`src/source/axi_lite_pkg.sv`:
```
package axi_lite_pkg;

	typedef logic [31:0] axi_addr_t;
	typedef logic [31:0] axi_data_t;
	typedef logic [3:0]  axi_strb_t;
	typedef logic [2:0]  axi_size_t;
	typedef logic [1:0]  axi_resp_t;

	localparam axi_resp_t RESP_OKAY = 2'b00;

	// Transfer size codes, log2 of the byte count.
	localparam axi_size_t SIZE_1B = 3'b000;
	localparam axi_size_t SIZE_2B = 3'b001;
	localparam axi_size_t SIZE_4B = 3'b010;

	typedef struct packed {
		axi_addr_t addr;
		axi_size_t size;
	} axi_ar_t;

	typedef struct packed {
		axi_data_t data;
		axi_resp_t resp;
	} axi_r_t;

	typedef struct packed {
		axi_addr_t addr;
		axi_size_t size;
	} axi_aw_t;

	typedef struct packed {
		axi_data_t data;
		axi_strb_t strb;
	} axi_w_t;

	typedef struct packed {
		axi_resp_t resp;
	} axi_b_t;

endpackage

```
`src/source/lsu_pkg.sv`:
```
package lsu_pkg;

	typedef logic [31:0] word_t;

	// RV32E has 16 integer registers.
	typedef logic [3:0] reg_idx_t;

	typedef logic [2:0] funct3_t;

	localparam funct3_t F3_B  = 3'b000;
	localparam funct3_t F3_H  = 3'b001;
	localparam funct3_t F3_W  = 3'b010;
	localparam funct3_t F3_BU = 3'b100;
	localparam funct3_t F3_HU = 3'b101;

	// Data RAM geometry, in 32-bit words.
	localparam int RAM_WORDS = 1024;
	localparam int RAM_IDX_W = 10;

	typedef struct packed {
		reg_idx_t rd;
		logic     reg_wen;
		funct3_t  funct3;
		word_t    exu_val;
		word_t    store_data;
		logic     ren;
		logic     wen;
	} lsu_req_t;

	typedef struct packed {
		reg_idx_t rd;
		logic     reg_wen;
		word_t    value;
	} lsu_wb_t;

	// What both memory ports need to see while an access is in flight.
	typedef struct packed {
		axi_lite_pkg::axi_addr_t addr;
		funct3_t                 funct3;
		word_t                   store_data;
	} mem_ctx_t;

endpackage

```
`src/source/lsu_read_port.sv`:
```
`timescale 1ns/10ps

module lsu_read_port (
	input  logic                  clock,
	input  logic                  rst_n,

	input  lsu_pkg::mem_ctx_t     ctx,
	input  logic                  rd_start,

	output axi_lite_pkg::axi_ar_t ar,
	output logic                  arvalid,
	input  logic                  arready,
	input  axi_lite_pkg::axi_r_t  r,
	input  logic                  rvalid,
	output logic                  rready,

	output logic                  load_done,
	output lsu_pkg::word_t        load_val
);

	logic           ar_hold_q;
	logic           r_beat;
	lsu_pkg::word_t lane_val;
	lsu_pkg::word_t ext_val;

	// The start pulse itself raises arvalid, so the request goes out the
	// cycle after acceptance; the hold flag keeps it up through a stall.
	assign arvalid = rd_start | ar_hold_q;
	assign ar.addr = ctx.addr;
	assign ar.size = {1'b0, ctx.funct3[1:0]};

	assign rready = 1'b1;
	assign r_beat = rvalid & rready;

	always_ff @(posedge clock) begin
		if (!rst_n) begin
			ar_hold_q <= 1'b0;
		end else begin
			ar_hold_q <= arvalid & ~arready;
		end
	end

	// Bring the addressed lane down to bit 0.
	assign lane_val = r.data >> {ctx.addr[1:0], 3'b000};

	always_comb begin
		case (ctx.funct3)
			lsu_pkg::F3_B:  ext_val = {{24{lane_val[7]}}, lane_val[7:0]};
			lsu_pkg::F3_H:  ext_val = {{16{lane_val[15]}}, lane_val[15:0]};
			lsu_pkg::F3_W:  ext_val = lane_val;
			lsu_pkg::F3_BU: ext_val = {24'h0, lane_val[7:0]};
			lsu_pkg::F3_HU: ext_val = {16'h0, lane_val[15:0]};
			default:        ext_val = '0;
		endcase
	end

	always_ff @(posedge clock) begin
		if (!rst_n) begin
			load_done <= 1'b0;
		end else begin
			load_done <= r_beat;
		end
	end

	always_ff @(posedge clock) begin
		if (r_beat) begin
			load_val <= ext_val;
		end
	end

endmodule

```
`config.mk`:
```
export PLATFORM = sky130hd
export DESIGN_NAME = lsu_read_port
export DESIGN_NICKNAME = d
export VERILOG_FILES = /design/src/source/axi_lite_pkg.sv /design/src/source/lsu_pkg.sv /design/src/source/lsu_read_port.sv
export SDC_FILE = /design/constraint.sdc
export NUM_CORES = 1
export LEC_CHECK = 0
export BUFFER_PORTS_ARGS = -buffer_cell sky130_fd_sc_hd__buf_4
export CORE_MARGIN = 3
export CORE_UTILIZATION = 39
export DETAILED_ROUTE_END_ITERATION = 6
export PLACE_DENSITY = 0.93
export REMOVE_ABC_BUFFERS = 1
export SLEW_MARGIN = 20
export SYNTH_ARGS = -nofsm -noshare
export SYNTH_HDL_FRONTEND = slang
export SYNTH_SLANG_ARGS = --single-unit
```
`constraint.sdc`:
```
create_clock -name clock -period 2 [get_ports clock]
set_input_delay 0.3 -clock clock [delete_from_list [all_inputs] [get_ports clock]]
set_output_delay 0.3 -clock clock [all_outputs]
set_load 0.1 [all_outputs]
```
# Word level (Yosys, flattened, before mapping)
# Index checks and enable logic that the tools add are counted.
[word_totals]
reg_bits = 34
input_bits = 106
[op_classes]
n_eq_ne = 4
n_shift = 1
muxes = 1
bitwise_logic = 3
n_reduce_logical = 1
[ops]
columns = ["op", "count"]
rows = [
  ["$pmux 32 s5", 1],
  ["$shr 32x5->32", 1],
  ["$eq 3x3->1 const B", 2],
  ["$eq 3x1->1 const B", 1],
  ["$eq 3x2->1 const B", 1],
  ["$logic_not 3->1", 1],
  ["$and 1x1->1", 1],
  ["$not 1->1", 1],
  ["$or 1x1->1", 1],
]

# Logic depth before layout (Yosys ltp)
[depth]
depth_word = 2
mapped_depth = 6
mapped_depth_nobuf = 4

# Worst setup path before layout
# OpenSTA, ideal clock, no wires.
[synth_path]
kind = "input to register"
start = "in ctx[33] (netlist bit)"
end = "reg load_val[15], data pin"
t_arrival_ns = 1.288
t_required_ns = 1.736
setup_slack_ns = 0.448
stages = 4
cell_sequence = "clkbuf_1 mux4_2 nor2_1 o21ai_0"
[synth_between]
elab_chain_cells = 2
elab_cells_between_ends = 6
classes_between = "eq/ne (4); mux (1); reduce/logical (1)"
[synth_lines]
columns = ["item", "line", "rtl"]
rows = [
  ["from (decl)", "lsu_read_port.sv:7", "input lsu_pkg::mem_ctx_t ctx,"],
  ["$eq 3x3->1, or another cell as far along", "lsu_read_port.sv:47", "case (ctx.funct3)"],
  ["$pmux 32 s5 *", "lsu_read_port.sv:47", ""],
  ["net ext_val[15]", "lsu_read_port.sv:24", "lsu_pkg::word_t ext_val;"],
  ["to (signal assigned)", "lsu_read_port.sv:67", "load_val <= ext_val;"],
  ["to (decl)", "lsu_read_port.sv:18", "output lsu_pkg::word_t load_val"],
]
# The timed path passes the listed nets; every way through them passes the cells marked *.
# A chain may end at the register's enable or synchronous reset.

# Final worst setup path
[layout_path]
start = "in ctx[36] (netlist bit)"
end = "reg load_val[21], data pin"
[layout_between]
elab_chain_cells = 2
[layout_lines]
columns = ["item", "line", "rtl"]
rows = [
  ["$shr 32x5->32", "lsu_read_port.sv:44", "assign lane_val = r.data >> {ctx.addr[1:0], 3'b000};"],
  ["$pmux 32 s5", "lsu_read_port.sv:47", ""],
  ["net ext_val[21]", "lsu_read_port.sv:24", ""],
]
# The timed path passes the listed nets, and every way through them passes these cells.

==> Implementation_results.wiki <==
{| class="wikitable"
! Metric !! Value
|-
| Run status || finished, final reports clean
|-
| Endpoints failing hold || 0
|-
| Drt wl/cell || approximately 22 um
|-
| CTS Sinks || 34
|-
| Final setup skew || 0 ns
|-
| Critical path startpoint category || input pin
|-
| Yosys Warn Count || 0
|-
| Vias in the first global route || approximately 1700
|-
| Synth Area in Simple Gates || roughly a tenth
|-
| Setup repair after global routing missed its margin || false
|-
| Crit path required time || ~2 ns
|-
| CTS HTree Levels || 2
|-
| Post-synthesis sequential element count || 34
|-
| Cell Chain, Critical Path || buf_4 -> mux2_2 -> nand2_1 -> a311o_1 -> o21ai_0
|-
| Die boundary width || 79.4 um
|-
| Unique masters post-synth || 33
|-
| Starting density of the core || 40.6%
|-
| Tightest Pin Transition || approximately 0.63 ns
|-
| Aggregate global-route resource usage || between 20% and 30%
|-
| Critical Path Stages || 5
|-
| Largest delay share family, worst path || compound AO/OA/AOI/OAI gates
|-
| Number of setup violations in the final report || 0
|-
| Num rows || 26
|-
| Mapped Cells || ~190
|-
| Clock root cell || clkbuf_8
|-
| Most common flop cell mapped by yosys || edfxtp_1
|-
| Compound-Gate Fraction of Synth Area || between 10% and 20%
|-
| Die Footprint || between 0.006 and 0.007 mm2
|-
| Total I/O pin count || approximately 180
|-
| Xor and xnor fraction of the mapped netlist area || 0.417%
|-
| Arithmetic-cell share of the synthesized area counting full adders, half adders and majority gates || 0%
|-
| Classification of the worst setup path || input pin to register
|-
| First-pass GRT wire length || 9620 um
|-
| Final Instance Count excl. Fillers || between 300 and 400
|-
| Share of flip-flops with an asynchronous set or reset || 0%
|-
| Largest net degree at the start of global routing || 34
|-
| Portion of the post-synthesis area used by sequential elements || 47.7%
|-
| GRT overflow || 0
|-
| Arrival time reported for the critical path endpoint || between 1.5 and 2 ns
|-
| Synth top cells by count || 36 x buf_4, 32 x edfxtp_1, 16 x mux2i_1, 16 x o21ai_0, 14 x a211oi_1
|-
| Placer's final routability congestion estimate || about 0.84
|-
| Core outline area || a little over 0.005 mm2
|-
| Worst rel slew slack || ~58%
|-
| CP peak stage delay || approximately 0.40 ns
|-
| Critical Path Slowest Stage Cell || mux2_2
|-
| Number of synthesized flops with an enable pin || 32
|-
| Max frequency || approximately 0.66 GHz
|-
| Number of buffers created by CTS || 5
|-
| Biggest area contributors in the synthesized netlist || edfxtp_1 46%, buf_4 13%, mux2i_1 7.6%
|-
| Clock slew at the register clock pins of the worst setup and hold paths || approximately 0.070 ns
|-
| Cell area power density || between 800 and 900 mW/mm2
|-
| Total design power || ~2.3 mW
|-
| Hold/Removal Path Class || input pin to register
|-
| DRC || 0
|-
| Count of final max-slew check failures || 0
|-
| First-pass iteration count of the detailed router || 4
|-
| Maxcap violations || 0
|-
| Fraction of synthesized cell area taken by the top area cell type || between 40% and 50%
|-
| Hold slack || ~0.24 ns
|-
| Quantity of hold-fixing buffers added after cts || 0
|-
| Total Routed Length || approximately 6600 um
|-
| Area added between synthesis and finish || 24.0%
|-
| Antenna violations before repair || 0
|-
| Die Y-Extent || ~80 um
|-
| Cell depth of the worst hold path || 2
|-
| Critical path endpoint category || register
|-
| Fraction of final layout cells sized beyond drive strength 1 || between 40% and 50%
|-
| Antenna diodes || 0
|-
| Summed negative setup slack over all endpoints || 0 ns
|-
| Drt initial violations || 99
|-
| Worst-path maximum fanout || 12
|-
| Cells after DPL || around 300
|-
| Cell count of the worst reg-to-reg path || 2
|-
| Biggest area consumer among synthesized cells || edfxtp_1
|-
| Count of nets after finishing || ~340
|-
| Count of buffers inserted at the top-level ports || 79
|-
| Leakage power total || roughly 1.1 nW
|-
| Clk Latency, worst-skew pair || around 0.27 ns
|-
| Mean number of vias per cell || 5.45
|-
| Post-synthesis mux area share || a little under a tenth
|-
| Count of buffer and inverter cells on the critical path || 1
|-
| Cell Area, Synth || between 0.002 and 0.0025 mm2
|-
| Gates resized, CTS repair || 0
|-
| Syn_area_per_cell || roughly 11 um2
|-
| Buffers from clock root to sink, at most || 2
|-
| Hpwl dp || about 5200 um
|-
| Total number of vias || about 1700
|-
| Dominant combinational cell family by area after synthesis || compound AO/OA/AOI/OAI gates
|-
| Min Clock Period, post-route || ~1.5 ns
|-
| Share of the clock period used by the worst path || approximately three quarters
|-
| Post-CTS setup-driven buffer insertion count || 0
|-
| Residual antenna-violating net count after detailed routing || 0
|-
| CTS tree || built
|-
| Dominant cell by count in the synthesized netlist || buf_4
|-
| Peak ir drop on the vdd network || about 0.36 mV
|}
-- power breakdown --
group	switching, mW	total, mW	internal (mW)
clock	0.232	0.605	0.373
sequential	0.0178	0.869	0.852
combinational	0.652	0.854	0.202
-- kinds of logic after synthesis --
group                  count (synthesis)
AO/OA/AOI/OAI                         51
XOR/XNOR                               1
buffers and inverters                 46
flip-flops                            34
multiplexers                          18
other                                  2
AND/OR/NAND/NOR                       36
-- final timing paths --
kind	startpoint	endpoint	slack (ns)
max reg2reg	ar_hold_q	ar_hold_q	1.13
min reg2reg	ar_hold_q	ar_hold_q	0.58
max	ctx[36]	load_val[21]	0.49
min	rst_n	load_done	0.24
-- layout by cell type (no fill, tap or decap), types with 2 or more instances in the layout --
cell | synthesis | layout
clkbuf_8 | 0 | 5
o2bb2ai_1 | 7 | 7
nor2_1 | 3 | 3
edfxtp_1 | 32 | 32
or2_2 | 2 | 2
mux2i_1 | 16 | 16
buf_4 | 36 | 84
a21o_1 | 8 | 8
clkbuf_1 | 4 | 2
and2_1 | 2 | 2
nand2b_1 | 2 | 2
nand2_1 | 10 | 10
nor2b_1 | 12 | 12
a211oi_1 | 14 | 14
o21ai_0 | 16 | 16
conb_1 | 2 | 2
dfxtp_1 | 2 | 2
-- area by class of cell --
type | instances | area (um2)
tap | 70 | 87.6
sequential | 34 | 1000
fill | 469 | 2570
clock inverter | 1 | 30.0
clock buffer | 7 | 76.3
timing repair buffer | 84 | 631
multi-input combinational | 108 | 778
-- registers in the layout, summed over array words and instances (netlist names) --
register / flops
load_val: 32
ar_hold_q: 1
load_done: 1
-- per-layer routing --
layer	share of wire, %	up-vias	routed length [um]	track usage, %
met5	1.6	-	108	13.6
met3	19	9	1220	17.8
met4	0.83	4	55	4.30
li1	-	746	-	-
met2	36	127	2390	26.5
met1	43	770	2820	26.8
-- metrics by stage --
step	worst slack, ns	util, %	instance area (um2)
after floorplan	0.579	-	1780
after global placement	0.219	48.3	2500
after detailed placement	0.190	48.3	2500
final	0.495	50.3	2600
after global routing	0.397	50.3	2600
after CTS	0.496	50.3	2600
(Power assumes the default switching activity.)
