## src/source/axi_lite_pkg.sv

```systemverilog
package axi_lite_pkg;

	typedef logic [31:0] axi_addr_t;
	typedef logic [31:0] axi_data_t;
	typedef logic [3:0]  axi_strb_t;
	typedef logic [2:0]  axi_size_t;
	typedef logic [1:0]  axi_resp_t;

	localparam axi_resp_t RESP_OKAY = 2'b00;

	// Transfer size codes, log2 of the byte count.
	localparam axi_size_t SIZE_1B = 3'b000;
	localparam axi_size_t SIZE_2B = 3'b001;
	localparam axi_size_t SIZE_4B = 3'b010;

	typedef struct packed {
		axi_addr_t addr;
		axi_size_t size;
	} axi_ar_t;

	typedef struct packed {
		axi_data_t data;
		axi_resp_t resp;
	} axi_r_t;

	typedef struct packed {
		axi_addr_t addr;
		axi_size_t size;
	} axi_aw_t;

	typedef struct packed {
		axi_data_t data;
		axi_strb_t strb;
	} axi_w_t;

	typedef struct packed {
		axi_resp_t resp;
	} axi_b_t;

endpackage

```

## src/source/lsu_pkg.sv

```systemverilog
package lsu_pkg;

	typedef logic [31:0] word_t;

	// RV32E has 16 integer registers.
	typedef logic [3:0] reg_idx_t;

	typedef logic [2:0] funct3_t;

	localparam funct3_t F3_B  = 3'b000;
	localparam funct3_t F3_H  = 3'b001;
	localparam funct3_t F3_W  = 3'b010;
	localparam funct3_t F3_BU = 3'b100;
	localparam funct3_t F3_HU = 3'b101;

	// Data RAM geometry, in 32-bit words.
	localparam int RAM_WORDS = 1024;
	localparam int RAM_IDX_W = 10;

	typedef struct packed {
		reg_idx_t rd;
		logic     reg_wen;
		funct3_t  funct3;
		word_t    exu_val;
		word_t    store_data;
		logic     ren;
		logic     wen;
	} lsu_req_t;

	typedef struct packed {
		reg_idx_t rd;
		logic     reg_wen;
		word_t    value;
	} lsu_wb_t;

	// What both memory ports need to see while an access is in flight.
	typedef struct packed {
		axi_lite_pkg::axi_addr_t addr;
		funct3_t                 funct3;
		word_t                   store_data;
	} mem_ctx_t;

endpackage

```

## src/source/lsu_stage_ctrl.sv

```systemverilog
`timescale 1ns/10ps

module lsu_stage_ctrl (
	input  logic              clock,
	input  logic              rst_n,

	input  lsu_pkg::lsu_req_t req,
	input  logic              req_valid,
	output logic              req_ready,

	output lsu_pkg::mem_ctx_t ctx,
	output logic              rd_start,
	output logic              wr_start,

	input  logic              load_done,
	input  lsu_pkg::word_t    load_val,
	input  logic              store_done,

	output lsu_pkg::lsu_wb_t  wb,
	output logic              wb_valid
);

	logic              accept;
	logic              pass_q;
	logic              is_load_q;
	lsu_pkg::reg_idx_t rd_q;
	logic              reg_wen_q;

	assign accept = req_valid & req_ready;

	// Control flags. Exactly one of the three completions fires per request.
	always_ff @(posedge clock) begin
		if (!rst_n) begin
			req_ready <= 1'b1;
			rd_start  <= 1'b0;
			wr_start  <= 1'b0;
			pass_q    <= 1'b0;
			is_load_q <= 1'b0;
		end else begin
			rd_start <= accept & req.ren;
			wr_start <= accept & req.wen;
			pass_q   <= accept & ~req.ren & ~req.wen;
			if (accept) begin
				is_load_q <= req.ren;
			end
			if (accept) begin
				req_ready <= 1'b0;
			end else if (wb_valid) begin
				req_ready <= 1'b1;
			end
		end
	end

	// Issue register. It stays put until the next acceptance, which covers
	// the whole time the ports are working on it.
	always_ff @(posedge clock) begin
		if (accept) begin
			rd_q           <= req.rd;
			reg_wen_q      <= req.reg_wen;
			ctx.addr       <= req.exu_val;
			ctx.funct3     <= req.funct3;
			ctx.store_data <= req.store_data;
		end
	end

	assign wb_valid = pass_q | load_done | store_done;

	assign wb.rd      = rd_q;
	assign wb.reg_wen = reg_wen_q;
	// The execute value doubles as the address, so it sits in ctx.addr.
	assign wb.value   = is_load_q ? load_val : ctx.addr;

endmodule

```

## config.mk

```make
export PLATFORM = sky130hd
export DESIGN_NAME = lsu_stage_ctrl
export DESIGN_NICKNAME = d
export VERILOG_FILES = /design/src/source/axi_lite_pkg.sv /design/src/source/lsu_pkg.sv /design/src/source/lsu_stage_ctrl.sv
export SDC_FILE = /design/constraint.sdc
export NUM_CORES = 1
export LEC_CHECK = 0
export BUFFER_PORTS_ARGS = -buffer_cell sky130_fd_sc_hd__buf_4
export CAP_MARGIN = 20
export CELL_PAD_IN_SITES_DETAIL_PLACEMENT = 1
export CELL_PAD_IN_SITES_GLOBAL_PLACEMENT = 2
export CORE_MARGIN = 3
export CORE_UTILIZATION = 27
export CTS_BUF_LIST = sky130_fd_sc_hd__clkbuf_8
export DETAILED_ROUTE_END_ITERATION = 10
export GPL_ROUTABILITY_DRIVEN = 0
export PLACE_DENSITY = 0.93
export SLEW_MARGIN = 40
export SYNTH_ARGS = -nofsm -noshare
export SYNTH_HDL_FRONTEND = slang
export SYNTH_SLANG_ARGS = --single-unit
```

## constraint.sdc

```tcl
create_clock -name clock -period 4.65 [get_ports clock]
set_input_delay 0 -clock clock [delete_from_list [all_inputs] [get_ports clock]]
set_output_delay 0 -clock clock [all_outputs]
set_load 0.01 [all_outputs]
```

* Word level (Yosys, flattened, before mapping)
Index checks and enable logic that the tools add are counted.
W data, S select, Z words.
** Word-level totals
- Output and inout bits :: 108
- RAM bits :: 0
- Bits in registers :: 77
- Memory bits (read-only) :: 0
- Bits in latches :: 0
- Memories :: 0
- Word-level logic and storage cells :: 23
** Operators by class
- Reductions and logical operators :: 1
- Eq/ne operators :: 0
- Muxes and demuxes :: 3
- Multipliers :: 0
- Magnitude comparators :: 0
- Shift operators :: 0
- Bitwise logic cells :: 9
- Div/mod/pow operators :: 0
- Add/subtract/negate cells :: 0
** Operators with widths (number)
- $mux W32 :: 1
- $and A1 B1 Y1 :: 5
- $mux W1 :: 2
- $not A1 Y1 :: 2
- $or A1 B1 Y1 :: 2
- $reduce_bool A2 Y1 :: 1

* Longest topological paths before layout
Gate-level depths: netlist (run 1).
- Depth in word-level cells :: 4
- Gate-level depth with buffers :: 3

* Worst setup path before layout (run 1)
OpenSTA, ideal clock, no wires.
- Path type :: reg-to-reg
- From :: register req_ready
- To :: register req_ready
- Path slack :: 2.018 ns
- Period minus slack after synthesis :: 2.632 ns
- Arrival :: 2.414 ns
- Cell stages (with the launch flop) :: 3
- Setup time :: 0.217 ns
- Buffers on the path :: 0
- Cell sequence :: dfxtp_1 and2_1 o21ai_0
** Between the ends
- Longest elaborated chain between the ends :: 2
- Elaborated cells on any way between the ends :: 3
- Those cells by class :: mux: 1; bitwise: 1; reduce/logical: 1
** Ends and longest elaborated chain
- start: declaration :: RTL line lsu_stage_ctrl.sv:9 : output logic req_ready,
- start signal: assignment :: RTL line lsu_stage_ctrl.sv:34 : req_ready <= 1'b1;
- start signal: assignment :: RTL line lsu_stage_ctrl.sv:47 : req_ready <= 1'b0;
- start signal: assignment :: RTL line lsu_stage_ctrl.sv:49 : req_ready <= 1'b1;
- $and A1 B1 Y1 (*) :: RTL line lsu_stage_ctrl.sv:29 : assign accept = req_valid & req_ready;
- via accept :: RTL line lsu_stage_ctrl.sv:23 : logic accept;
- $mux W1 / $reduce_bool A2 Y1 (equally long branches)
The timed path passes the listed nets; every way through them passes the cells marked *.
A chain may end at the register's enable or synchronous reset.

* Worst setup path after layout (run 1)
Same ends and word-level chain as after synthesis.

==> results.toml, run 1 <==
[setup_path]
r2r_slack_ps = 2790
cp-start-kind = "flip-flop"
required_ps = 4880
critical_path_class = "flip-flop to flip-flop"
worst_ep_arrival_time_ps = 2090
crit_fanout = 43
worst_setup_path_end_kind = "flip-flop"

[die]
die_area_um2 = 11900
ios = 219
die_height_um = 109
die_x_um = 109
fp-row-count = 37
initial_core_util_pct = 27.8
core_area_um2 = 10400

[clock_tree]
clock_path_buffers = 2
cts_max_level = 3
cts.clk_slew.worst_paths_ps = 80
clock_sinks = 77
cts_setup_buffers = 0
clk_latency_ps = 350
cts_tree = "done"
numCtsBuffers = 9
cts-root-buf = "clkbuf_8"

[global_route]
grt_pass1_wl_um = 14100
grt_max_degree = 44
grt_usage_pct = 16.2
antenna_found_initial = 3
first_global_vias = 2623
grt-ovfl-total = 0

[pwr]
p_per_area_nw_per_um2 = 296
leakagePower_uw = 0.00247
peakVddDrop_v = 0.000206

[synth]
synth_seq_cells = 77
syn_nets = 236
synthesis.area_um2 = 2880
synth_warnings = 0
synthDistinctLibCells = 16
syn_area_per_cell_um2 = 23.1
syn_inst = 125
ys_seq_area_share_pct = 78.5

[route]
post-route-drc-count = 0
vias = 2367
first_iter_violations = 73
vias_per_cell = 4.15
dr.pass1.iters = 4
postRouteAntennaNets = 0
drt-total-wl_um = 10100
avgRoutedWirePerCell_um = 17.6

[cells_and_area]
drive_gt1_share_pct = 61.8
final_util_pct = 54.1
fin_nets = 538
fin_cells = 571
area_delta_synth_final_pct = 94.7

[placement]
dp_slack_ps = 3080
place_inst = 475
place_hpwl_um = 6720
portBuffers = 218

[run]
drv_cap = 0

[timing]
setup_viol = 0
tightestPinTransition_ps = 609
fmax_ghz = 0.538
max_slew_margin_pct = 59.4
clock-skew-final_ps = 8.27
rsz0062_at_grt = "false"
maxSlewViolCount = 0
period_share_pct = 40.0
min_period_ps = 1860
setup_ws_ps = 2790
finalSetupTns_ps = 0
hold_violations = 0

[worst_hold_path]
min_path_type = "input pin to flip-flop"

[status]
outcome = "finished, final reports clean"
==> stage by stage <==
stage                     power [uW]  cell area, um^2  hold WS, ps
after detailed placement        1120             4640          180
after CTS                       1670             5600         2.63
final                           1660             5610         35.1
after global placement          1110             4610          178
after global routing            1730             5610         53.5
after floorplan                  942             2880         76.2
==> layout by cell type (no fill, tap or decap), drive strengths merged <==
cell,netlist,layout
clkinvlp,0,2
dfxtp,5,5
diode,0,3
edfxtp,72,72
inv,0,2
and3,3,3
buf,5,219
nor4,1,1
a21boi,1,1
mux2,32,32
o21ai,1,1
and2,1,1
clkinv,0,1
nand3,1,1
clkbuf,0,10
or3,1,1
nor3,1,1
o21a,1,1
bufinv,0,1
dlygate4sd3,0,77
==> repair_timing <==
item                                   in CTS  in global routing
endpoints found under the hold margin      77                  0
setup endpoints to repair                   0                  0
gates resized for setup                     0                  0
hold buffers                               77                  0
==> final cells by class <==
| class | instances | area [um^2] |
|---|---|---|
| Fill cell | 1049 | 4760 |
| Tap cell | 136 | 170 |
| Antenna cell | 3 | 7.51 |
| Clock buffer | 10 | 138 |
| Sequential cell | 77 | 2270 |
| Timing Repair Buffer | 296 | 2430 |
| Multi-Input combinational cell | 43 | 543 |
| Clock inverter | 6 | 57.6 |
==> cell families (layout without fill, tap and decap cells) <==
family	after synthesis	count (layout)	share of synthesized area (%)
flops	77	77	78.5
mux	32	32	16.4
simple gates	8	8	1.65
buf+inv	5	312	2.74
compound gates	3	3	0.695
other cells	0	3	0
==> worst paths after layout <==
check | startpoint | to | depth (start not counted)
setup / recovery | req_ready | req_ready | 3
hold / removal | req_valid | is_load_q | 3
setup reg to reg | req_ready | req_ready | 3
hold reg to reg | req_ready | is_load_q | 2
==> worst max-delay path, cell delays in order, from the launching register on <==
cell           delay, ps
dfxtp_1              430
and2_4               570
o21ai_0              170
dlygate4sd3_1        580
==> layer usage <==
layer / vias up / share of wire [%] / global-route usage, %
li1: 1099 / - / -
met3: 10 / 9.1 / 6.52
met1: 1128 / 33 / 15.1
met2: 128 / 57 / 31.2
met4: 2 / 0.91 / 6.06
met5: - / 0.070 / 0
==> cell usage after synthesis <==
cell / n / area (um^2)
nand3_1: 1 / 5.00
and2_1: 1 / 6.26
edfxtp_1: 72 / 2160
buf_12: 3 / 60.1
nor3_1: 1 / 5.00
nor4_1: 1 / 6.26
dfxtp_1: 5 / 100
buf_6: 1 / 11.3
o21a_1: 1 / 7.51
mux2_2: 2 / 22.5
o21ai_0: 1 / 5.00
a21boi_0: 1 / 7.51
mux2_4: 30 / 450
and3_1: 3 / 18.8
or3_1: 1 / 6.26
buf_4: 1 / 7.51
==> registers in the layout, indices dropped and copies added, names as in the netlist <==
signal / cells
ctx: 67
rd_q: 4
is_load_q: 1
pass_q: 1
rd_start: 1
reg_wen_q: 1
req_ready: 1
wr_start: 1
==> power by group <==
group | internal [uW] | leakage [uW] | switching [uW]
combinational | 210 | 0.00163 | 113
sequential | 806 | 0.000734 | 25.5
clock | 258 | 0.000101 | 247
total | 1270 | 0.00247 | 386
(Power assumes the default switching activity.)
==> inputs of run 2 (changes only) <==
--- a/config.mk
+++ b/config.mk
@@ -10,11 +10,11 @@
 export CELL_PAD_IN_SITES_DETAIL_PLACEMENT = 1
 export CELL_PAD_IN_SITES_GLOBAL_PLACEMENT = 2
 export CORE_MARGIN = 3
-export CORE_UTILIZATION = 27
+export CORE_UTILIZATION = 26
 export CTS_BUF_LIST = sky130_fd_sc_hd__clkbuf_8
 export DETAILED_ROUTE_END_ITERATION = 10
 export GPL_ROUTABILITY_DRIVEN = 0
-export PLACE_DENSITY = 0.93
+export PLACE_DENSITY = 0.9
 export SLEW_MARGIN = 40
 export SYNTH_ARGS = -nofsm -noshare
 export SYNTH_HDL_FRONTEND = slang
==> constraint.sdc (replaced) <==
create_clock -name clock -period 1.87 [get_ports clock]
set_input_delay 0 -clock clock [delete_from_list [all_inputs] [get_ports clock]]
set_output_delay 0 -clock clock [all_outputs]
set_load 0.01 [all_outputs]
==> results.toml, run 2 (synthesis results as in run 1) <==
[status]
outcome = "finished, final reports clean"

[clock_tree]
clock_sinks = 77
numCtsBuffers = 9
cts_tree = "done"
clock_path_buffers = 2
clk_latency_ps = 350
cts_max_level = 3
cts_setup_buffers = 0
cts.clk_slew.worst_paths_ps = 80
cts-root-buf = "clkbuf_8"

[setup_path]
r2r_slack_ps = 210
cp-start-kind = "flip-flop"
path_cells = "and2_4 -> buf_16 -> o21ai_0 -> dlygate4sd3_1"
path_buf_inv = 2
cp-startpoint = "req_ready"
r2r-start = "req_ready"
r2r_cells = 4
crit_family = "buffers and inverters"
slowest_stage = "dlygate4sd3_1"
critPathMaxStageDelay_ps = 580
required_ps = 2100
worst_ep_arrival_time_ps = 1890
crit_fanout = 38
reg2reg_to = "req_ready"
critical_path_class = "flip-flop to flip-flop"
worst_setup_path_end_kind = "flip-flop"

[global_route]
grt_usage_pct = 16.4
grt_max_degree = 76
grt_pass1_wl_um = 15700
antenna_found_initial = 0
first_global_vias = 2737
grt-ovfl-total = 0

[worst_hold_path]
min_path_type = "input pin to flip-flop"
hold_path_startpoint = "req_valid"
min_to = "is_load_q"
hold_depth = 3

[timing]
finalSetupTns_ps = 0
whs_ps = 45.5
fmax_ghz = 0.601
max_slew_margin_pct = 83.5
maxSlewViolCount = 0
period_share_pct = 89.0
setup_viol = 0
hold_violations = 0
clock-skew-final_ps = 8.11
min_period_ps = 1660
rsz0062_at_grt = "false"
tightestPinTransition_ps = 247

[route]
avgRoutedWirePerCell_um = 18.1
postRouteAntennaNets = 0
drt-total-wl_um = 10300
vias_per_cell = 4.21
vias = 2404
first_iter_violations = 97
post-route-drc-count = 0
dr.pass1.iters = 4

[cells_and_area]
largest_register_ffs = 67
drive_gt1_share_pct = 62.3
area_delta_synth_final_pct = 97.0
top_register = "ctx"
fin_nets = 541
layout_commonest_cell = "buf_4"
antenna_cells = 0
reg_top3 = "ctx x67, rd_q x4"
layout_common_cells = "219 x buf_4, 77 x dlygate4sd3_1, 72 x edfxtp_1, 30 x mux2_4, 9 x clkbuf_8"

[pwr]
p_per_area_nw_per_um2 = 749
leakagePower_uw = 0.00251
pwr-share-clk_pct = 31.9
p_seq_share_pct = 48.3
peakVddDrop_v = 0.000476
comb_power_share_pct = 19.8
power_switching_uw = 963
switching_share_pct = 22.7
p_int_uw = 3290

[die]
die_x_um = 111
ios = 219
core_area_um2 = 10600
initial_core_util_pct = 27.3
die_height_um = 111
die_area_um2 = 12400
fp-row-count = 37

[placement]
portBuffers = 218
place_hpwl_um = 6710

[run]
drv_cap = 0
run 2: cell count changes in the layout (fill, tap and decap cells not counted), sizes merged:
cell / delta
buf: +2
bufinv: +1
clkinv: +1
clkinvlp: -1
diode: -3
run 2: how the worst max path moves through the flow:
stage          slack (ps)  depth (start not counted)   endpoint
6_report              210                          4  req_ready
5_1_grt                80                          4  req_ready
4_1_cts               110                          4  req_ready
3_5_place_dp          580                          2    ctx[26]
3_3_place_gp          640                          2    ctx[11]
2_1_floorplan          50                          1     ctx[0]
run 2: power by group through the flow:
stage,Combinational [uW],Sequential (uW),Clock [uW]
after floorplan,208,2130,0
after global placement,672,2090,0
after detailed placement,691,2100,0
after CTS,824,2060,1410
after global routing,895,2070,1470
final,840,2050,1360
run 2: routing by layer:
layer  GRT usage, %  wire length, um  vias to the layer above
li1               -                -                     1100
met1           17.1             3670                     1142
met2           29.4             5450                      147
met3           6.82              991                       15
met4           5.92              211                        0
met5              0                0                        -
run 2: worst min-delay path: stages:
cell	delay, ps
buf_4	100
a21boi_0	80
o21a_1	160
run 2: per-stage QoR:
step                      area, um^2  util (%)  setup slack (ps)  power, uW  instances
after global routing            5680      53.8              77.5       4440        571
after CTS                       5650      53.5               105       4290        570
final                           5680      53.8               205       4250        571
after detailed placement        4660      44.2               584       2790        477
after floorplan                 2880         -              51.6       2340        125
after global placement          4660      44.2               638       2760        477
run 2: cell type report:
type,count,area (um^2)
clock inverters,7,90.1
flip-flops and latches,77,2260
multi-input cells,43,543
repair buffers,299,2490
clock buffers,9,124
fillers,1044,4880
well taps,136,170
run 2: what timing repair did:
action / 4_1_cts / 5_1_grt
gates resized for setup: 0 / 1
hold endpoints to repair: 77 / 0
hold buffers: 77 / 0
endpoints found under the setup margin: 0 / 1
