`src/source/axi_lite_pkg.sv`:
```
package axi_lite_pkg;

	typedef logic [31:0] axi_addr_t;
	typedef logic [31:0] axi_data_t;
	typedef logic [3:0]  axi_strb_t;
	typedef logic [2:0]  axi_size_t;
	typedef logic [1:0]  axi_resp_t;

	localparam axi_resp_t RESP_OKAY = 2'b00;

	// Transfer size codes, log2 of the byte count.
	localparam axi_size_t SIZE_1B = 3'b000;
	localparam axi_size_t SIZE_2B = 3'b001;
	localparam axi_size_t SIZE_4B = 3'b010;

	typedef struct packed {
		axi_addr_t addr;
		axi_size_t size;
	} axi_ar_t;

	typedef struct packed {
		axi_data_t data;
		axi_resp_t resp;
	} axi_r_t;

	typedef struct packed {
		axi_addr_t addr;
		axi_size_t size;
	} axi_aw_t;

	typedef struct packed {
		axi_data_t data;
		axi_strb_t strb;
	} axi_w_t;

	typedef struct packed {
		axi_resp_t resp;
	} axi_b_t;

endpackage

```
`src/source/lsu_pkg.sv`:
```
package lsu_pkg;

	typedef logic [31:0] word_t;

	// RV32E has 16 integer registers.
	typedef logic [3:0] reg_idx_t;

	typedef logic [2:0] funct3_t;

	localparam funct3_t F3_B  = 3'b000;
	localparam funct3_t F3_H  = 3'b001;
	localparam funct3_t F3_W  = 3'b010;
	localparam funct3_t F3_BU = 3'b100;
	localparam funct3_t F3_HU = 3'b101;

	// Data RAM geometry, in 32-bit words.
	localparam int RAM_WORDS = 1024;
	localparam int RAM_IDX_W = 10;

	typedef struct packed {
		reg_idx_t rd;
		logic     reg_wen;
		funct3_t  funct3;
		word_t    exu_val;
		word_t    store_data;
		logic     ren;
		logic     wen;
	} lsu_req_t;

	typedef struct packed {
		reg_idx_t rd;
		logic     reg_wen;
		word_t    value;
	} lsu_wb_t;

	// What both memory ports need to see while an access is in flight.
	typedef struct packed {
		axi_lite_pkg::axi_addr_t addr;
		funct3_t                 funct3;
		word_t                   store_data;
	} mem_ctx_t;

endpackage

```
`src/source/lsu_write_port.sv`:
```
`timescale 1ns/10ps

module lsu_write_port (
	input  logic                  clock,
	input  logic                  rst_n,

	input  lsu_pkg::mem_ctx_t     ctx,
	input  logic                  wr_start,

	output axi_lite_pkg::axi_aw_t aw,
	output logic                  awvalid,
	input  logic                  awready,
	output axi_lite_pkg::axi_w_t  w,
	output logic                  wvalid,
	input  logic                  wready,
	input  axi_lite_pkg::axi_b_t  b,
	input  logic                  bvalid,
	output logic                  bready,

	output logic                  store_done
);

	logic                    aw_hold_q;
	logic                    w_hold_q;
	axi_lite_pkg::axi_strb_t mask;

	// Both channels open on the start pulse and close on their own handshake.
	assign awvalid = wr_start | aw_hold_q;
	assign wvalid  = wr_start | w_hold_q;

	always_ff @(posedge clock) begin
		if (!rst_n) begin
			aw_hold_q <= 1'b0;
			w_hold_q  <= 1'b0;
		end else begin
			aw_hold_q <= awvalid & ~awready;
			w_hold_q  <= wvalid & ~wready;
		end
	end

	assign aw.addr = ctx.addr;
	assign aw.size = {1'b0, ctx.funct3[1:0]};

	always_comb begin
		case (aw.size)
			axi_lite_pkg::SIZE_1B: mask = 4'b0001;
			axi_lite_pkg::SIZE_2B: mask = 4'b0011;
			axi_lite_pkg::SIZE_4B: mask = 4'b1111;
			default:               mask = 4'b0000;
		endcase
	end

	// Lanes come from the low address bits only, so a halfword at offset 3
	// simply loses its upper byte.
	assign w.strb = mask << ctx.addr[1:0];
	assign w.data = ctx.store_data << {ctx.addr[1:0], 3'b000};

	assign bready = 1'b1;

	// The response code is always OKAY from this RAM and is not examined.
	always_ff @(posedge clock) begin
		if (!rst_n) begin
			store_done <= 1'b0;
		end else begin
			store_done <= bvalid & bready;
		end
	end

endmodule

```
`config.mk`:
```
export PLATFORM = sky130hd
export DESIGN_NAME = lsu_write_port
export DESIGN_NICKNAME = d
export VERILOG_FILES = /design/src/source/axi_lite_pkg.sv /design/src/source/lsu_pkg.sv /design/src/source/lsu_write_port.sv
export SDC_FILE = /design/constraint.sdc
export NUM_CORES = 1
export LEC_CHECK = 0
export BUFFER_PORTS_ARGS = -buffer_cell sky130_fd_sc_hd__buf_2
export CORE_AREA = 2 2 62 64
export DETAILED_ROUTE_END_ITERATION = 16
export DIE_AREA = 0 0 64 66
export PLACE_DENSITY = 0.88
export SKIP_LAST_GASP = 1
export SYNTH_ARGS = -nofsm -noshare
export SYNTH_HDL_FRONTEND = slang
export SYNTH_SLANG_ARGS = --single-unit
```
`constraint.sdc`:
```
create_clock -name clock -period 1.3 [get_ports clock]
set_input_delay 0.26 -clock clock [delete_from_list [all_inputs] [get_ports clock]]
set_output_delay 0.26 -clock clock [all_outputs]
set_load 0.01 [all_outputs]
```
# Yosys cells after proc, flatten, opt, wreduce, memory -nomap -nowiden
# Cells that the tools add are included.
[classes]
n_shift = 2
n_bitwise = 6
mux = 1
n_reduce_logical = 1
eq_ne = 2
[op_table]
columns = ["operator", "count"]
rows = [
  ["$shl A32 B5 Y32", 1],
  ["$pmux W4 S3", 1],
  ["$shl A4 B2 Y4", 1],
  ["$logic_not A3 Y1", 1],
  ["$and A1 B1 Y1", 2],
  ["$eq A2 B1 Y1 const B", 1],
  ["$eq A2 B2 Y1 const B", 1],
  ["$not A1 Y1", 2],
  ["$or A1 B1 Y1", 2],
]
[word_totals]
elab_cells = 15
out_inout_bits = 75
ff_bits = 3
inputBits = 75

# Depth between registers and ports, before layout
# Gate-level depths: netlist of the first run.
[logic_depth]
depth_word = 3
depth_mapped = 4
ltp_nobuf = 4

# Least setup slack after synthesis of the first run
# OpenSTA, ideal clock, no wires.
[synth_timing]
kind = "input to output"
start = "input port ctx[32] in the netlist's numbering"
end = "output port w[1] in the netlist's numbering"
arrival_time_ns = 0.945
t_required_ns = 1.040
cell_stages = 4
n_path_buf = 0
path_slack_ns = 0.095
path_cell_list = "inv_1 ha_1 mux2i_1 nor2b_1"
[synth_lines]
columns = ["item", "line_no", "text"]
rows = [
  ["start: declaration", "lsu_write_port.sv:7", "input lsu_pkg::mem_ctx_t ctx,"],
  ["end: declaration", "lsu_write_port.sv:13", "output axi_lite_pkg::axi_w_t w,"],
]

==> impl_metrics.csv, run 1 <==
group,metric,value,unit
outcome,status,"finished clean",
worst_setup_path,r2r_setup_slack,500,ps
die,coreArea,0.003551,sq mm
synthesis,synth.area.top_cells,"mux2i_1 (32%), buf_4 (28%), o2bb2ai_1 (6.8%)",
job,maxCapViolCount,0,
cts,cts_tree,"done",
cts,clk_latency,230,ps
cts,cts_root_buf,"clkbuf_4",
place,portBuffers,84,
worst_setup_path,slowest_delay,190,ps
worst_setup_path,path_cells,"buf_8 -> inv_4 -> ha_4 -> mux2i_2 -> nor2b_1 -> buf_2",
synthesis,postSynthAreaPerCell,8.423,sq um
worst_setup_path,arrival,1040,ps
synthesis,yosysTopAreaCell,"mux2i_1",
global_routing,antenna_found_initial,0,
sta,drv_slew,0,
die,die-area,0.004224,sq mm
place,dp.cells,224,
synthesis,synth_top_cells_by_count,"buf_4 (38), mux2i_1 (33), and2_1 (9), nor2_1 (8), o2bb2ai_1 (8)",
die,fp.dieH,66,um
worst_setup_path,cp.required,1040,ps
worst_setup_path,worst_setup_path_end_kind,"output pin",
global_routing,grt_overflow,0,
route,drtPass1Iterations,4,
sta,post-route-min-period,1297,ps
place,dpl_cell_area,0.001271,sq mm
worst_setup_path,critical-path-slowest-cell,"ha_4",
route,drt_iter0_drc,19,
place,hpwlAfterDp,2.255,mm
synthesis,synth_edf_count,0,
final_layout,fillers,335,
route,ant_nets,0,
worst_setup_path,worstSetupStartpointType,"input pin",
final_layout,stdcell_count,235,
cts,cts_inserted_buffers,3,
synthesis,yosysSeqAreaShare,5.797,%
route,wl,2.942,mm
power,power.density,512.7,mW/mm^2
final_layout,finalNetCount,265,
synthesis,syn_nets,200,
final_layout,fin_area,0.001551,sq mm
worst_setup_path,crit_type,"in2out",
die,fp.dieW,64,um
worst_setup_path,r2r.worst_path.cells,2,
cts,clock_path_buffers,2,
sta,rsz0062_at_grt,"true",
synthesis,ys_warn_count,0,
synthesis,ys_ff_latch,3,
sta,hold_viol,0,
route,vias,1044,
route,vias_per_cell,4.443,
worst_hold_path,holdPathEnd,"store_done$_SDFF_PN0_",
power,p_leak,0.8610,nW
worst_hold_path,holdPathStages,2,
worst_hold_path,hp-class,"in2reg",
sta,finClkSkew,0,ps
sta,fmax,0.7708,GHz
sta,tns,0,ps
synthesis,yosysMostFrequentCell,"buf_4",
worst_hold_path,min_from,"bvalid",
power,peakVddDrop,138.8,uV
cts,h-tree-depth,1,
global_routing,grt_pass1_vias,987,
cts,cts.clk_slew.worst_paths,30,ps
synthesis,synth_area,0.001036,sq mm
synthesis,synth_cell_types,20,
final_layout,diodes,0,
final_layout,multiInputGateArea,700.7,sq um
worst_setup_path,r2r-end,"aw_hold_q$_SDFF_PN0_",
worst_setup_path,rr_startpoint,"aw_hold_q$_SDFF_PN0_",
route,wl_per_cell,12.52,um
final_layout,syn2layout_area_growth,49.76,%
global_routing,grt_pass1_wl,4.395,mm
die,start_util,29.18,%
global_routing,grt_start_max_net_pins,13,
place,pre_cts_ws,-108.1,ps
final_layout,seq_area,60.06,sq um
place,routabilityCongestion,0.6840,
synthesis,synth_top_area_share,31.88,%
die,fp-row-count,22,
synthesis,async_flop_share,0,%
sta,final.setup.worst_slack,2.626,ps
sta,setup_viol,0,
route,drc,0,
global_routing,grt.total_usage,12.97,%
synthesis,synth-main-ff-cell,"dfxtp_1",
synthesis,synthCells,123,
worst_setup_path,cp_max_fo,3,
cts,cts_sinks,3,
die,pin_count,150,
final_layout,layout-drive-gt1-share,67.91,%
sta,period_share,99.80,%
cts,cts_hold_buffers,0,
==> placed cells by master, fill, tap and decap left out, types with 2 or more instances in the layout <==
| cell | instances |
|---|---|
| mux2i_1 | 26 |
| clkbuf_4 | 3 |
| mux2i_2 | 6 |
| buf_4 | 11 |
| buf_2 | 77 |
| or2_1 | 2 |
| nor2_1 | 8 |
| dfxtp_1 | 3 |
| buf_12 | 2 |
| and2_4 | 4 |
| nor2b_4 | 2 |
| o2bb2ai_1 | 7 |
| buf_8 | 3 |
| and2_1 | 5 |
| conb_1 | 2 |
| and3b_1 | 2 |
| buf_6 | 10 |
==> what timing repair did <==
item,CTS,global route
setup endpoints to repair,27,26
pin swaps,5,9
gates cloned,2,0
buffers inserted,1,4
endpoints found under the hold margin,0,0
gates resized for setup,21,22
==> worst max-delay path: cells and delay by family <==
family	cells	cell delay, ps
simple gates	1	140
buf+inv	3	280
fa+ha+maj	1	190
mux	1	160
==> state kept, by name (all words and copies together), names as in the netlist <==
name        cells
aw_hold_q       1
w_hold_q        1
store_done      1
==> through the flow <==
step	power (W)	hold slack [ps]	util, %
floorplan	0.0004509	381.7	-
global placement	0.0005311	474.2	35.80
detailed placement	0.0005396	478.9	35.80
CTS	0.0007657	238.9	40.35
global route	0.0008507	248.4	43.69
finish	0.0007954	247.7	43.69
==> routing by layer <==
metal | wire length (um) | vias to the layer above | track usage (%)
li1 | - | 510 | -
met4 | 61 | 0 | 5.978
met2 | 1554 | 55 | 24.74
met1 | 1109 | 467 | 14.08
met3 | 217 | 12 | 1.704
met5 | 0 | - | 0
==> worst max-delay path by stage <==
stage | start | end | slack, ps | depth (start not counted)
floorplan | ctx[32] | w[1] | 100 | 4
global placement | ctx[32] | w[1] | -90 | 6
detailed placement | ctx[32] | w[1] | -110 | 6
CTS | ctx[35] | w[8] | -8 | 5
global route | ctx[32] | w[1] | -50 | 6
finish | ctx[32] | w[1] | 3 | 6
==> power breakdown <==
| part | switching, W | internal, W |
|---|---|---|
| sequential | 0.000000810 | 0.0000971 |
| combinational | 0.000242 | 0.000292 |
| clock | 0.0000484 | 0.000115 |
| total | 0.000291 | 0.000504 |
==> cells by family after synthesis <==
logic type      share of synthesized area (%)
compound gates                          8.817
mux                                     31.88
buf+inv                                 34.66
simple gates                            15.70
flops                                   5.797
fa+ha+maj                               2.415
other cells                            0.7249
==> area by class of cell <==
class | count | share of cell area, %
Clock buffer | 4 | 1.694
Inverter | 1 | 0.4032
Multi-Input combinational cell | 75 | 45.16
Sequential cell | 3 | 3.871
Tap cell | 48 | 3.871
Timing Repair Buffer | 104 | 45.00
Power figures use the tool's default switching activity.
==> inputs of run 2 (changes only) <==
--- a/config.mk
+++ b/config.mk
@@ -6,10 +6,11 @@
 export NUM_CORES = 1
 export LEC_CHECK = 0
 export BUFFER_PORTS_ARGS = -buffer_cell sky130_fd_sc_hd__buf_2
-export CORE_AREA = 2 2 62 64
+export CORE_AREA = 2 2 60 62
 export DETAILED_ROUTE_END_ITERATION = 16
-export DIE_AREA = 0 0 64 66
-export PLACE_DENSITY = 0.88
+export DIE_AREA = 0 0 62 64
+export PLACE_DENSITY = 0.93
+export RECOVER_POWER = 100
 export SKIP_LAST_GASP = 1
 export SYNTH_ARGS = -nofsm -noshare
 export SYNTH_HDL_FRONTEND = slang
==> constraint.sdc (replaced) <==
create_clock -name clock -period 1.7 [get_ports clock]
set_input_delay 0.34 -clock clock [delete_from_list [all_inputs] [get_ports clock]]
set_output_delay 0.34 -clock clock [all_outputs]
set_load 0.01 [all_outputs]
==> run 2 against run 1 <==
Compared with the run above: count of clock-buffer cells in the layout is the same; largest power group unchanged; first-iteration DRC count down 63%; cell count decreased by 6.4%.
==> impl_metrics.csv, run 2 (synthesis gave the netlist of run 1 again) <==
group,metric,value,unit
outcome,status,"finished clean",
final_layout,diodes,0,
worst_setup_path,crit_buf_inv,3,
cts,h-tree-depth,1,
final_layout,seq_area,60.06,sq um
sta,fmax,0.6272,GHz
sta,post-route-min-period,1594,ps
global_routing,grt_pass1_wl,4.002,mm
sta,setup_viol,0,
sta,drv_slew,0,
final_layout,layout-drive-gt1-share,39.66,%
die,start_util,31.54,%
worst_hold_path,min_from,"bvalid",
cts,clk_latency,230,ps
cts,cts_inserted_buffers,3,
global_routing,grt.total_usage,12.78,%
worst_setup_path,r2r.worst_path.cells,2,
place,routabilityCongestion,0.6988,
worst_setup_path,r2r_setup_slack,900,ps
cts,cts_sinks,3,
sta,rsz0062_at_grt,"false",
worst_setup_path,worstSetupStartpointType,"input pin",
worst_setup_path,r2r-end,"aw_hold_q$_SDFF_PN0_",
sta,finClkSkew,0,ps
route,vias_per_cell,4.595,
place,portBuffers,84,
worst_setup_path,worst_setup_path_end_kind,"output pin",
sta,period_share,93.79,%
cts,cts_root_buf,"clkbuf_4",
cts,cts_tree,"done",
worst_hold_path,hp-class,"in2reg",
power,clockPowerShare,24.5,%
worst_setup_path,critPathMostFrequentCell,"buf_2",
final_layout,reg_top3,"aw_hold_q x1, store_done x1, w_hold_q x1",
sta,tns,0,ps
final_layout,multiInputGateArea,611.8,sq um
route,ant_nets,0,
die,coreArea,0.003284,sq mm
final_layout,final_util,36.88,%
global_routing,grt_pass1_vias,991,
route,drtPass1Iterations,2,
cts,clock_path_buffers,2,
worst_setup_path,cp.required,1360,ps
die,fp.dieW,62,um
worst_setup_path,slowest_delay,300,ps
worst_setup_path,crit_type,"in2out",
worst_setup_path,rr_startpoint,"aw_hold_q$_SDFF_PN0_",
die,fp.dieH,64,um
route,drc,0,
worst_setup_path,cp_max_fo,3,
power,intPower,0.0003065,W
power,power_frac_comb,60.6,%
worst_setup_path,critical-path-slowest-cell,"ha_1",
final_layout,layout_common_cells,"buf_2 (56), mux2i_1 (33), clkbuf_1 (28)",
power,switching_share,39.47,%
place,hpwlAfterDp,2.241,mm
route,wl_per_cell,11.98,um
final_layout,finalNetCount,252,
route,drt_iter0_drc,7,
die,pin_count,150,
worst_setup_path,cp_top_family,"adder cells",
cts,postCtsSetupBuffers,0,
worst_setup_path,arrival,1250,ps
cts,cts_hold_buffers,0,
final_layout,syn2layout_area_growth,16.91,%
cts,cts.clk_slew.worst_paths,40,ps
final_layout,fillers,376,
power,p_sw,0.0001999,W
power,p_leak,0.6607,nW
power,power.density,418.1,mW/mm^2
global_routing,antenna_found_initial,0,
sta,hold_viol,0,
route,wl,2.635,mm
global_routing,grt_overflow,0,
global_routing,grt_start_max_net_pins,15,
power,p_seq_share,14.8,%
final_layout,final_common_cell,"buf_2",
cts,cts_resized,0,
die,die-area,0.003968,sq mm
job,maxCapViolCount,0,
route,vias,1011,
power,peakVddDrop,92.44,uV
worst_hold_path,holdPathStages,2,
die,fp-row-count,21,
worst_hold_path,holdPathEnd,"store_done$_SDFF_PN0_",
worst_setup_path,path_cells,"buf_2 -> inv_1 -> ha_1 -> mux2i_1 -> nor2b_1 -> buf_2",
-- run 2: cell count changes in the layout (fill, tap and decap cells not counted), moves of 2 or more --
cell and delta:
and2_0 +5, and2_4 -4, buf_2 -21, buf_4 -6
buf_6 -10, buf_8 -3, clkbuf_1 +27, ha_1 +2
mux2i_1 +7, mux2i_2 -6, nor2b_1 +3, nor2b_4 -2
-- run 2: worst max path at each step --
stage / start / endpoint / cells past startpoint / slack [ps]
2_1_floorplan: ctx[32] / w[1] / 4 / 340
3_3_place_gp: ctx[32] / w[1] / 6 / 120
3_5_place_dp: ctx[32] / w[1] / 6 / 100
4_1_cts: ctx[32] / w[1] / 6 / 100
5_1_grt: ctx[32] / w[1] / 6 / 10
6_report: ctx[32] / w[1] / 6 / 110
-- run 2: area by class of cell --
type                            instances  share of cell area (%)
Clock buffer                            4                   2.169
Inverter                                1                  0.3099
Multi-Input combinational cell         75                   50.52
Sequential cell                         3                   4.959
Tap cell                               46                   4.752
Timing Repair Buffer                   91                   37.29
-- run 2: metrics by stage --
step | instance area (sq um) | std cells | worst slack (ps) | total power, W | hold WS, ps
2_1_floorplan | 1036 | 123 | 335.4 | 0.0003448 | 461.7
3_3_place_gp | 1224 | 216 | 116.8 | 0.0003942 | 555.3
3_5_place_dp | 1224 | 216 | 99.26 | 0.0004010 | 561.0
4_1_cts | 1250 | 220 | 99.17 | 0.0005311 | 326.5
5_1_grt | 1211 | 220 | 10.06 | 0.0005501 | 347.6
6_report | 1211 | 220 | 105.5 | 0.0005064 | 331.8
-- run 2: worst reg2reg max path: stages (launching register included) --
cell     delay, ps
dfxtp_1        290
or2_0          230
and3b_1        180
-- run 2: routing by layer --
metal / vias up / routed length [um] / global-route usage, %
met3: 19 / 280 / 2.227
met2: 67 / 1322 / 24.74
met1: 442 / 937 / 11.38
met5: - / 0 / 0
met4: 0 / 95 / 7.447
li1: 483 / - / -
-- run 2: power groups by stage --
stage / clock, W / sequential (W) / combinational [W]
after floorplan: 0 / 0.0000766 / 0.000268
after global placement: 0 / 0.0000759 / 0.000318
after detailed placement: 0 / 0.0000760 / 0.000325
after CTS: 0.000130 / 0.0000749 / 0.000326
after global routing: 0.000134 / 0.0000755 / 0.000341
final: 0.000124 / 0.0000750 / 0.000307
==> inputs of run 3 (changes only) <==
--- a/config.mk
+++ b/config.mk
@@ -11,6 +11,7 @@
 export DIE_AREA = 0 0 62 64
 export PLACE_DENSITY = 0.93
 export RECOVER_POWER = 100
+export REMOVE_ABC_BUFFERS = 1
 export SKIP_LAST_GASP = 1
 export SYNTH_ARGS = -nofsm -noshare
 export SYNTH_HDL_FRONTEND = slang
==> run 3 against run 2 <==
Compared with the run above: via count up 3.8%; global-route usage up 5.5 points; flip-flop and latch count unchanged; clock skew unchanged; setup slack worse by 15 ps; die area unchanged; sequential share of layout area about the same; routed wire length up 46%; clock power down 4%; register-to-register slack about the same; cell area up 0.31%; largest power group unchanged.
==> impl_metrics.csv, run 3 (synthesis gave the netlist of run 1 again) <==
group,metric,value,unit
outcome,status,"finished clean",
job,maxCapViolCount,0,
final_layout,fillers,379,
final_layout,finalNetCount,254,
place,dp.cells,218,
global_routing,grt_pass1_wl,5.285,mm
sta,drv_slew,0,
cts,cts_resized,0,
sta,period_share,94.68,%
sta,rsz0062_at_grt,"false",
worst_setup_path,setup.worst_path.start,"ctx[35]",
worst_setup_path,rr_startpoint,"aw_hold_q$_SDFF_PN0_",
die,pin_count,150,
global_routing,antenna_found_initial,0,
worst_setup_path,worstSetupStartpointType,"input pin",
worst_setup_path,cp_max_fo,7,
place,portBuffers,84,
final_layout,stdcell_count,222,
cts,cts.clk_slew.worst_paths,40,ps
sta,post-route-min-period,1610,ps
die,fp-row-count,21,
final_layout,syn2layout_area_growth,17.27,%
route,ant_nets,0,
worst_setup_path,arrival,1270,ps
die,fp.dieW,62,um
final_layout,reg_top3,"aw_hold_q x1, store_done x1, w_hold_q x1",
cts,cts_root_buf,"clkbuf_4",
final_layout,final_common_cell,"buf_2",
final_layout,layout_common_cells,"buf_2 (57), mux2i_1 (33), clkbuf_1 (29)",
power,power.density,417.3,mW/mm^2
place,hpwlAfterDp,3.354,mm
route,wl,3.856,mm
cts,cts_hold_buffers,0,
cts,cts_sinks,3,
cts,h-tree-depth,1,
global_routing,grt_overflow,0,
sta,setup_viol,0,
final_layout,layout-drive-gt1-share,39.77,%
global_routing,grt_start_max_net_pins,16,
worst_setup_path,r2r.worst_path.cells,2,
worst_hold_path,holdPathStages,2,
die,coreArea,0.003284,sq mm
sta,finClkSkew,0,ps
global_routing,grt_pass1_vias,1024,
cts,clk_latency,220,ps
worst_setup_path,cp.required,1360,ps
sta,fmax,0.6213,GHz
worst_setup_path,r2r_setup_slack,890,ps
cts,cts_inserted_buffers,3,
sta,tns,0,ps
power,peakVddDrop,133.0,uV
route,vias_per_cell,4.725,
cts,postCtsSetupBuffers,0,
route,drc,0,
power,p_leak,0.6666,nW
route,wl_per_cell,17.37,um
worst_setup_path,r2r-end,"aw_hold_q$_SDFF_PN0_",
route,drtPass1Iterations,4,
die,die-area,0.003968,sq mm
route,vias,1049,
global_routing,grt.total_usage,18.29,%
die,start_util,31.54,%
worst_hold_path,hp-class,"in2reg",
die,fp.dieH,64,um
worst_setup_path,crit_end,"w[20]",
sta,hold_viol,0,
final_layout,diodes,0,
route,drt_iter0_drc,20,
worst_setup_path,crit_type,"in2out",
cts,cts_tree,"done",
place,routabilityCongestion,0.7247,
cts,clock_path_buffers,2,
worst_setup_path,worst_setup_path_end_kind,"output pin",
==> run 3: cell count changes in the layout (fill, tap and decap cells not counted), sizes merged <==
cell	change
clkbuf	+2
==> run 3: through the flow <==
| step | hold WS [ps] | utilization, % | worst slack [ps] | cell area [sq um] | power [W] |
|---|---|---|---|---|---|
| 6_report | 325.6 | 36.99 | 90.50 | 1215 | 0.0005070 |
| 2_1_floorplan | 461.7 | - | 335.4 | 680.7 | 0.0002173 |
| 4_1_cts | 315.2 | 38.51 | 123.6 | 1265 | 0.0005328 |
| 3_5_place_dp | 548.7 | 37.71 | 125.7 | 1239 | 0.0004088 |
| 5_1_grt | 350.5 | 36.99 | 19.42 | 1215 | 0.0005524 |
| 3_3_place_gp | 547.1 | 37.71 | 139.7 | 1239 | 0.0004035 |
==> run 3: how the worst min path moves through the flow <==
| stage | start | end |
|---|---|---|
| global route | bvalid | store_done$_SDFF_PN0_ |
| CTS | bvalid | store_done$_SDFF_PN0_ |
| floorplan | rst_n | store_done$_SDFF_PN0_ |
| global placement | bvalid | store_done$_SDFF_PN0_ |
| finish | bvalid | store_done$_SDFF_PN0_ |
| detailed placement | bvalid | store_done$_SDFF_PN0_ |
==> run 3: power breakdown <==
part           switching, W  internal (W)  total (W)
Combinational      0.000169      0.000144   0.000313
Clock             0.0000313     0.0000876   0.000119
Sequential      0.000000585     0.0000743  0.0000749
==> run 3: area by class of cell <==
type | count | area, sq um | area share [%]
Clock buffer | 4 | 26.28 | 2.163
Inverter | 1 | 3.754 | 0.3090
Timing Repair Buffer | 93 | 455.4 | 37.49
Multi-Input combinational cell | 75 | 611.8 | 50.36
Tap cell | 46 | 57.56 | 4.737
Sequential cell | 3 | 60.06 | 4.943
==> run 3: critical path, cell delays in order <==
cell       delay (ps)
buf_2             170
nor2b_1           200
clkbuf_1          230
o2bb2ai_1         150
clkbuf_1          170
==> run 3: metal layers <==
metal / share of wire, % / vias to the layer above / GRT usage [%]
met5: 0 / - / 7.937
met4: 0 / 0 / 1.596
met3: 24 / 0 / 19.03
met2: 39 / 102 / 24.35
met1: 38 / 458 / 20.61
li1: - / 489 / -
